### src/bp_pkg.sv
package bp_pkg;

	////////////////////
	// table geometry
	////////////////////

	// word program counter width
	localparam int PC_W  = 10;
	// set index comes from the low pc bits
	localparam int SET_W = 4;
	// tag is whatever is left above the set bits
	localparam int TAG_W = PC_W - SET_W;
	localparam int WAYS  = 4;
	localparam int WAY_W = 2;
	localparam int SETS  = 16;

	// 2-bit saturating counter, msb is the taken prediction
	localparam int CTR_W = 2;
	// branches start weakly not taken
	localparam logic [CTR_W-1:0] CTR_BRANCH_INIT = 2'b01;
	// jumps start strongly taken
	localparam logic [CTR_W-1:0] CTR_JUMP_INIT   = 2'b11;

	////////////////////
	// types
	////////////////////

	// one table line, 19 bits wide
	typedef struct packed {
		logic             valid;
		logic [TAG_W-1:0] tag;
		logic [PC_W-1:0]  target;
		logic [CTR_W-1:0] ctr;
	} bht_entry_t;

	// compare type of the branch sitting in execute
	typedef enum logic [2:0] {
		BR_NONE = 3'd0,
		BR_EQ   = 3'd1,
		BR_NE   = 3'd2,
		BR_LT   = 3'd3,
		BR_GE   = 3'd4,
		BR_LTU  = 3'd5,
		BR_GEU  = 3'd6
	} br_type_e;

	// next-pc select from execute, msb set means override the fetch pc
	typedef enum logic [1:0] {
		CORR_NONE = 2'b00,
		CORR_CNI  = 2'b10,
		CORR_PBT  = 2'b11
	} corr_e;

endpackage

### src/bht_if.sv
`timescale 1ns/10ps

// combinational lookup port into the history table
interface bht_read_if import bp_pkg::*; ();

	// pc being looked up
	logic [PC_W-1:0]  pc;
	// exactly one valid way matched the tag
	logic             hit;
	logic [WAY_W-1:0] way;
	// matching line, all zeros on a miss
	bht_entry_t       entry;

	modport lookup (input pc, output hit, output way, output entry);
	modport client (output pc, input hit, input way, input entry);

endinterface

// single-cycle counter write strobe, lands on the next edge
interface bht_update_if import bp_pkg::*; ();

	logic             en;
	logic [SET_W-1:0] set;
	logic [WAY_W-1:0] way;
	logic [CTR_W-1:0] ctr;

	modport source (output en, output set, output way, output ctr);
	modport sink   (input en, input set, input way, input ctr);

endinterface

### src/bht_array.sv
`timescale 1ns/10ps

module bht_array import bp_pkg::*; (
	input  logic              CLK,
	input  logic              nrst,
	bht_read_if.lookup        if_rd,
	bht_read_if.lookup        exe_rd,
	input  logic [PC_W-1:0]   id_pc,
	input  logic [PC_W-1:0]   id_target,
	input  logic              id_is_btype,
	input  logic              id_is_jump,
	bht_update_if.sink        upd
);

	////////////////////
	// storage
	////////////////////

	// valid bits and fifo pointers are control state
	logic [SETS-1:0][WAYS-1:0]  valid_q;
	logic [SETS-1:0][WAY_W-1:0] fifo_ptr;

	// payload, only meaningful behind a valid bit
	logic [TAG_W-1:0] tag_mem [SETS][WAYS];
	logic [PC_W-1:0]  tgt_mem [SETS][WAYS];
	logic [CTR_W-1:0] ctr_mem [SETS][WAYS];

	// decode-stage lookup, used to decide on allocation
	bht_read_if id_rd ();

	logic             alloc;
	logic [SET_W-1:0] id_set;
	logic [WAY_W-1:0] alloc_way;

	////////////////////
	// lookup
	////////////////////

	// per-way tag compare within the set picked by pc
	function automatic logic [WAYS-1:0] match_ways(input logic [PC_W-1:0] pc);
		logic [WAYS-1:0]  m;
		logic [SET_W-1:0] s;
		s = pc[SET_W-1:0];
		for (int w = 0; w < WAYS; w++) begin
			m[w] = valid_q[s][w] && (tag_mem[s][w] == pc[PC_W-1:SET_W]);
		end
		return m;
	endfunction

	// shared by all three read ports
	function automatic void lookup(
		input  logic [PC_W-1:0]  pc,
		output logic             hit,
		output logic [WAY_W-1:0] way,
		output bht_entry_t       entry
	);
		logic [WAYS-1:0]  m;
		logic [SET_W-1:0] s;
		m     = match_ways(pc);
		s     = pc[SET_W-1:0];
		hit   = 1'b0;
		way   = '0;
		entry = '0;
		// a multi-way match is treated as a miss
		if ($onehot(m)) begin
			hit = 1'b1;
			for (int w = 0; w < WAYS; w++) begin
				if (m[w])
					way = w[WAY_W-1:0];
			end
			entry.valid  = 1'b1;
			entry.tag    = tag_mem[s][way];
			entry.target = tgt_mem[s][way];
			entry.ctr    = ctr_mem[s][way];
		end
	endfunction

	always_comb begin
		lookup(if_rd.pc, if_rd.hit, if_rd.way, if_rd.entry);
	end

	always_comb begin
		lookup(exe_rd.pc, exe_rd.hit, exe_rd.way, exe_rd.entry);
	end

	assign id_rd.pc = id_pc;

	always_comb begin
		lookup(id_rd.pc, id_rd.hit, id_rd.way, id_rd.entry);
	end

	////////////////////
	// allocation and counter writes
	////////////////////

	// only branches and jumps not already in the table get a line
	assign alloc     = (id_is_btype || id_is_jump) && !id_rd.hit;
	assign id_set    = id_pc[SET_W-1:0];
	assign alloc_way = fifo_ptr[id_set];

	always_ff @(posedge CLK) begin
		if (!nrst) begin
			valid_q  <= '0;
			fifo_ptr <= '0;
		end else if (alloc) begin
			valid_q[id_set][alloc_way] <= 1'b1;
			// 2-bit pointer wraps from 3 back to 0 by itself
			fifo_ptr[id_set] <= alloc_way + 1'b1;
		end
	end

	// allocation has priority, a same-cycle counter update is dropped
	always_ff @(posedge CLK) begin
		if (alloc) begin
			tag_mem[id_set][alloc_way] <= id_pc[PC_W-1:SET_W];
			tgt_mem[id_set][alloc_way] <= id_target;
			ctr_mem[id_set][alloc_way] <= id_is_jump ? CTR_JUMP_INIT : CTR_BRANCH_INIT;
		end else if (upd.en) begin
			ctr_mem[upd.set][upd.way] <= upd.ctr;
		end
	end

	// freshly allocated pc must be found in exactly one way next cycle
	a_alloc_hits: assert property (@(posedge CLK) disable iff (!nrst)
		alloc |=> $onehot(match_ways($past(id_pc))));

endmodule

### src/branch_resolver.sv
`timescale 1ns/10ps

module branch_resolver import bp_pkg::*; (
	bht_read_if.client        exe_rd,
	input  logic [PC_W-1:0]   exe_pc,
	input  br_type_e          exe_btype,
	input  logic              exe_z,
	input  logic              exe_less,
	bht_update_if.source      upd,
	output logic              mispredict,
	output corr_e             exe_correction,
	output logic [PC_W-1:0]   exe_pbt,
	output logic [PC_W-1:0]   exe_cni
);

	logic             is_branch;
	logic             taken;
	logic             predicted;
	logic [CTR_W-1:0] ctr;
	logic [CTR_W-1:0] ctr_next;
	logic             at_limit;

	// table is looked up with the execute pc in the same cycle
	assign exe_rd.pc = exe_pc;

	////////////////////
	// outcome
	////////////////////

	// signed and unsigned compares differ only in the alu, not here
	always_comb begin
		case (exe_btype)
			BR_EQ:          taken = exe_z;
			BR_NE:          taken = !exe_z;
			BR_LT, BR_LTU:  taken = exe_less;
			BR_GE, BR_GEU:  taken = !exe_less;
			default:        taken = 1'b0;
		endcase
	end

	assign is_branch = (exe_btype != BR_NONE);

	// miss reads as a zero entry, so it predicts not taken
	assign ctr       = exe_rd.entry.ctr;
	assign predicted = ctr[CTR_W-1];

	////////////////////
	// correction
	////////////////////

	assign mispredict = is_branch && (taken != predicted);

	always_comb begin
		if (!mispredict)
			exe_correction = CORR_NONE;
		else if (taken)
			exe_correction = CORR_PBT;
		else
			exe_correction = CORR_CNI;
	end

	assign exe_pbt = exe_rd.entry.target;
	// fall-through address, word pc so plus one
	assign exe_cni = exe_pc + 1'b1;

	////////////////////
	// counter training
	////////////////////

	assign at_limit = taken ? (ctr == '1) : (ctr == '0);
	assign ctr_next = taken ? ctr + 1'b1 : ctr - 1'b1;

	// only a hit is trained, saturated counters need no write
	assign upd.en  = is_branch && exe_rd.hit && !at_limit;
	assign upd.set = exe_pc[SET_W-1:0];
	assign upd.way = exe_rd.way;
	assign upd.ctr = ctr_next;

endmodule

### src/flush_ctrl.sv
`timescale 1ns/10ps

module flush_ctrl import bp_pkg::*; (
	input  logic CLK,
	input  logic nrst,
	input  logic mispredict,
	input  logic id_is_jump,
	output logic flush
);

	// anything that redirects the front end
	logic       cause;
	// [0] one cycle after the cause, [1] two cycles after
	logic [1:0] hold_q;

	assign cause = mispredict || id_is_jump;

	always_ff @(posedge CLK) begin
		if (!nrst)
			hold_q <= '0;
		else
			hold_q <= {hold_q[0], cause};
	end

	// current misprediction flushes right away, jumps only from next cycle
	assign flush = mispredict || (|hold_q);

	// the hold stages come out of reset clear
	a_flush_reset: assert property (@(posedge CLK)
		$rose(nrst) |-> (flush == mispredict));

endmodule

### src/branch_predictor.sv
`timescale 1ns/10ps

module branch_predictor import bp_pkg::*; (
	input  logic              CLK,
	input  logic              nrst,

	// fetch
	input  logic [PC_W-1:0]   if_pc,

	// decode
	input  logic [PC_W-1:0]   id_pc,
	input  logic [PC_W-1:0]   id_branchtarget,
	input  logic              id_is_jump,
	input  logic              id_is_btype,

	// execute, flags come from the alu
	input  logic [PC_W-1:0]   exe_pc,
	input  logic              exe_z,
	input  logic              exe_less,
	input  br_type_e          exe_btype,

	// to the next-pc mux
	output logic              if_prediction,
	output logic [PC_W-1:0]   if_pbt,
	output corr_e             exe_correction,
	output logic [PC_W-1:0]   exe_pbt,
	output logic [PC_W-1:0]   exe_cni,
	output logic              flush
);

	bht_read_if   if_rd ();
	bht_read_if   exe_rd ();
	bht_update_if upd ();

	logic mispredict;

	////////////////////
	// fetch side
	////////////////////

	assign if_rd.pc      = if_pc;
	// predict taken from the counter msb, zero on a miss
	assign if_prediction = if_rd.hit && if_rd.entry.ctr[CTR_W-1];
	assign if_pbt        = if_rd.entry.target;

	bht_array u_bht_array (
		.CLK         (CLK),
		.nrst        (nrst),
		.if_rd       (if_rd.lookup),
		.exe_rd      (exe_rd.lookup),
		.id_pc       (id_pc),
		.id_target   (id_branchtarget),
		.id_is_btype (id_is_btype),
		.id_is_jump  (id_is_jump),
		.upd         (upd.sink)
	);

	branch_resolver u_branch_resolver (
		.exe_rd         (exe_rd.client),
		.exe_pc         (exe_pc),
		.exe_btype      (exe_btype),
		.exe_z          (exe_z),
		.exe_less       (exe_less),
		.upd            (upd.source),
		.mispredict     (mispredict),
		.exe_correction (exe_correction),
		.exe_pbt        (exe_pbt),
		.exe_cni        (exe_cni)
	);

	flush_ctrl u_flush_ctrl (
		.CLK        (CLK),
		.nrst       (nrst),
		.mispredict (mispredict),
		.id_is_jump (id_is_jump),
		.flush      (flush)
	);

endmodule

### config.mk
export PLATFORM = sky130hd
export DESIGN_NAME = branch_predictor
export DESIGN_NICKNAME = d
export VERILOG_FILES = /design/src/bp_pkg.sv /design/src/bht_if.sv /design/src/bht_array.sv /design/src/branch_resolver.sv /design/src/flush_ctrl.sv /design/src/branch_predictor.sv
export SDC_FILE = /design/constraint.sdc
export NUM_CORES = 2
export LEC_CHECK = 0
export BUFFER_PORTS_ARGS = -buffer_cell sky130_fd_sc_hd__buf_2
export CORE_MARGIN = 3
export CORE_UTILIZATION = 50
export CTS_CLUSTER_SIZE = 20
export DETAILED_ROUTE_END_ITERATION = 8
export GPL_TIMING_DRIVEN = 1
export PLACE_DENSITY = 0.77
export RECOVER_POWER = 100
export REMOVE_ABC_BUFFERS = 1
export SYNTH_ARGS = -nofsm -noshare
export SYNTH_HDL_FRONTEND = slang
export SYNTH_SLANG_ARGS = --single-unit
### constraint.sdc
create_clock -name CLK -period 10.5 [get_ports CLK]
set_input_delay 1.05 -clock CLK [delete_from_list [all_inputs] [get_ports CLK]]
set_output_delay 1.05 -clock CLK [all_outputs]
set_load 0.02 [all_outputs]
==> results.cfg <==
[logic_synthesis]
synth_top_area_cell = edfxtp_1
yosys-top-cells-area = edfxtp_1 (55%), mux4_2 (31%), dfxtp_1 (3.1%)
synth-main-ff-cell = edfxtp_1
syn_avg_cell_area_sq_um = 19.9
synth-edff-count = 1152
async_reset_ff_frac = 0
ys_seq_area_frac = 0.584
synthCells = 3150
ys_ff_latch = 1250
yosysWarnings = 0
synth_top_area_frac = 0.552
ys_types = 65
netlist_area_sq_mm = 0.0626

[placed_design]
dpl_cell_area_sq_mm = 0.0650
numPortBuffers = 82
hpwl_um = 112000
gp_congestion = 0.962

[sta]
min_period_ns = 9.23
setup_viol = 0
finalClockSkew_ns = 0.0327
drv_slew = 1245
tightestPinTransition_ns = 4.56
rsz0062_at_grt = no
hold_viol = 0
fmax_mhz = 108
slew_headroom = -2.04
fin_crit_sh = 0.879
setup_tns_ns = 0

[global_route]
grt_first_pass_wirelength_um = 264000
grt_overflow_total = 0
antenna_found_initial = 6
grt_use_total = 0.284
grt_pass1_vias = 36330
grt_max_degree = 86

[setup_path]
cp_data_arrival_time_ns = 9.57
crit_type = in -> reg
path_buf_inv = 4
cp_top_family = buffers and inverters
cpPeakStageDelay_ns = 2.53
critPathLaunchType = primary input
cp_common_cell = clkbuf_1
required_ns = 10.83
path_cells = buf_2 > clkbuf_1 > xor2_1 > nor4_1 > ha_1 > ha_1 > fa_1 > nor2_1 > a21oi_1 > clkbuf_1 > nand3b_1 > nor2_1 > and2_0 > clkbuf_1
crit_path_end_kind = register
cpMaxStageDelayCell = clkbuf_1
path_max_fanout = 68

[run]
drv_cap = 27

[floorplan]
num_io_pins = 83
core_sq_mm = 0.124
rows = 129
dieArea_sq_mm = 0.130
die_w_um = 360
fp.dieH_um = 360
floorplan.initialDensity = 0.505

[clock_tree]
holdBufCountCts = 0
clk_path_buf_depth = 3
cts.clk_slew.worst_paths_ns = 0.06
cts_tree = done
insertion_delay_ns = 0.77
cts.repair.resized = 0
cts_buffers = 132
clk_root_buffer_cell = clkbuf_16
htree_num_levels = 4
post_cts_buffers = 0
cts.sink_count = 1250

[route]
drc_errors = 0
wl_per_cell_um = 37.0
via_per_inst = 7.32
drtIter0Drc = 5856
num_vias = 36430
firstDrtPassIters = 9
routed_wl_um = 184000
antenna_left = 0

[cells_and_area]
drive_above_1_share = 0.364
final_common_cell = edfxtp_1
areaGrowthSynthToFinish_pct = 10.5
postLayoutCoreUtil = 0.558
nets = 3292
fill_cells = 9101
stdcell_area_sq_mm = 0.0692
final_cell_mix = edfxtp_1 (1,152), mux4_2 (848), clkbuf_16 (139), mux2i_1 (115), dfxtp_1 (98)

[pwr]
p_leak_nw = 21.8
ir_worst_vdd_uv = 135
p_per_area_mw_per_mm2 = 161

[status]
status = finished with violations
failed_checks = capacitance limit, slew limit

[hold_path]
hold_class = reg -> reg
## synth_stat cells, types with 3 or more instances
library cell / instances
clkbuf_1: 131
a221oi_2: 4
o21ai_0: 12
a31oi_1: 13
buf_8: 3
dfxtp_1: 98
nor2_1: 42
buf_6: 14
buf_4: 5
inv_1: 9
o21a_1: 65
a21o_1: 3
and3_1: 12
a211oi_1: 5
ha_1: 16
a21oi_1: 84
buf_2: 41
nor3_1: 15
edfxtp_1: 1152
xnor2_1: 50
o211ai_1: 4
nand3b_1: 5
nor4_1: 9
mux4_2: 848
buf_1: 69
nand3_1: 12
and2_1: 75
a211o_1: 6
mux2_2: 10
nand2_1: 42
a22o_1: 11
xor2_1: 31
nand4_1: 16
nor2b_1: 36
or4_1: 4
a22oi_1: 20
fa_1: 3
mux2i_1: 115
nand2b_1: 6
o211a_1: 16
a221oi_1: 9
## worst register-to-register path, delay by kind of cell (launching register included)
family / cells / cell delay [ns]
compound gates: 1 / 0.15
xor+xnor: 1 / 0.31
fa+ha+maj: 3 / 1.23
buf+inv: 2 / 1.93
flops: 1 / 0.41
mux: 2 / 0.99
simple gates: 6 / 1.92
## per-stage QoR
| stage | std cells | power, mW | hold slack, ns | setup WS, ns |
|---|---|---|---|---|
| 3_5_place_dp | 4727 | 6.55 | 0.440 | 2.37 |
| 2_1_floorplan | 2887 | 6.06 | 0.423 | 3.87 |
| 5_1_grt | 4968 | 11.4 | 0.475 | 1.09 |
| 6_report | 4975 | 11.2 | 0.454 | 1.27 |
| 3_3_place_gp | 4727 | 6.54 | 0.438 | 2.39 |
| 4_1_cts | 4968 | 11.2 | 0.455 | 2.63 |
## routing by layer
layer	up-vias	GRT usage	share of wire
met5	-	0	0
met4	0	0.128	0.050
met3	470	0.0887	0.14
met2	2964	0.434	0.47
met1	19100	0.379	0.35
li1	13896	-	-
## logic make-up (layout without fill, tap and decap cells)
logic type / after synthesis / count (layout) / synth area share
xor gates and xnor gates: 81 / 81 / 0.0113
other: 0 / 7 / 0
DFF: 1250 / 1250 / 0.584
AOI/OAI and AO/OA: 269 / 269 / 0.0307
and+or+nand+nor: 283 / 283 / 0.0249
muxes: 973 / 973 / 0.325
buffers and inverters: 275 / 456 / 0.0198
adders and majority gates: 19 / 19 / 0.00416
## flip-flops by register name, summed over array words and instances, names as in the netlist
register,flops
u_bht_array.tgt_mem,640
u_bht_array.tag_mem,384
u_bht_array.fifo_ptr,32
u_bht_array.ctr_mem,128
u_bht_array.valid_q,64
u_flush_ctrl.hold_q,2
## worst paths after layout
path | startpoint | end | slack [ns] | cells past startpoint
max | id_pc[9] | u_bht_array.tag_mem[6][4]$_DFFE_PP_ | 1.27 | 14
min | u_flush_ctrl.hold_q[0]$_SDFF_PN0_ | u_flush_ctrl.hold_q[1]$_SDFF_PN0_ | 0.45 | 1
max reg2reg | u_bht_array.tag_mem[6][19]$_DFFE_PP_ | u_bht_array.tag_mem[6][4]$_DFFE_PP_ | 3.11 | 15
min reg2reg | u_flush_ctrl.hold_q[0]$_SDFF_PN0_ | u_flush_ctrl.hold_q[1]$_SDFF_PN0_ | 0.45 | 1
## cell type report
type | instances | area [sq um] | area share
inverters | 12 | 45.0 | 0.000651
repair buffers | 203 | 1350 | 0.0195
flip-flops and latches | 1250 | 36600 | 0.528
multi-input cells | 1625 | 24800 | 0.359
well taps | 1637 | 2050 | 0.0296
clock inverters | 73 | 711 | 0.0103
clock buffers | 168 | 3650 | 0.0527
diodes | 7 | 17.5 | 0.000253
## power by group
| part | total [mW] | internal, mW | switching (mW) |
|---|---|---|---|
| registers | 5.48 | 5.46 | 0.0137 |
| clock network | 4.69 | 2.72 | 1.97 |
| logic | 0.985 | 0.419 | 0.566 |
| total | 11.2 | 8.60 | 2.55 |
(Power assumes the default switching activity.)
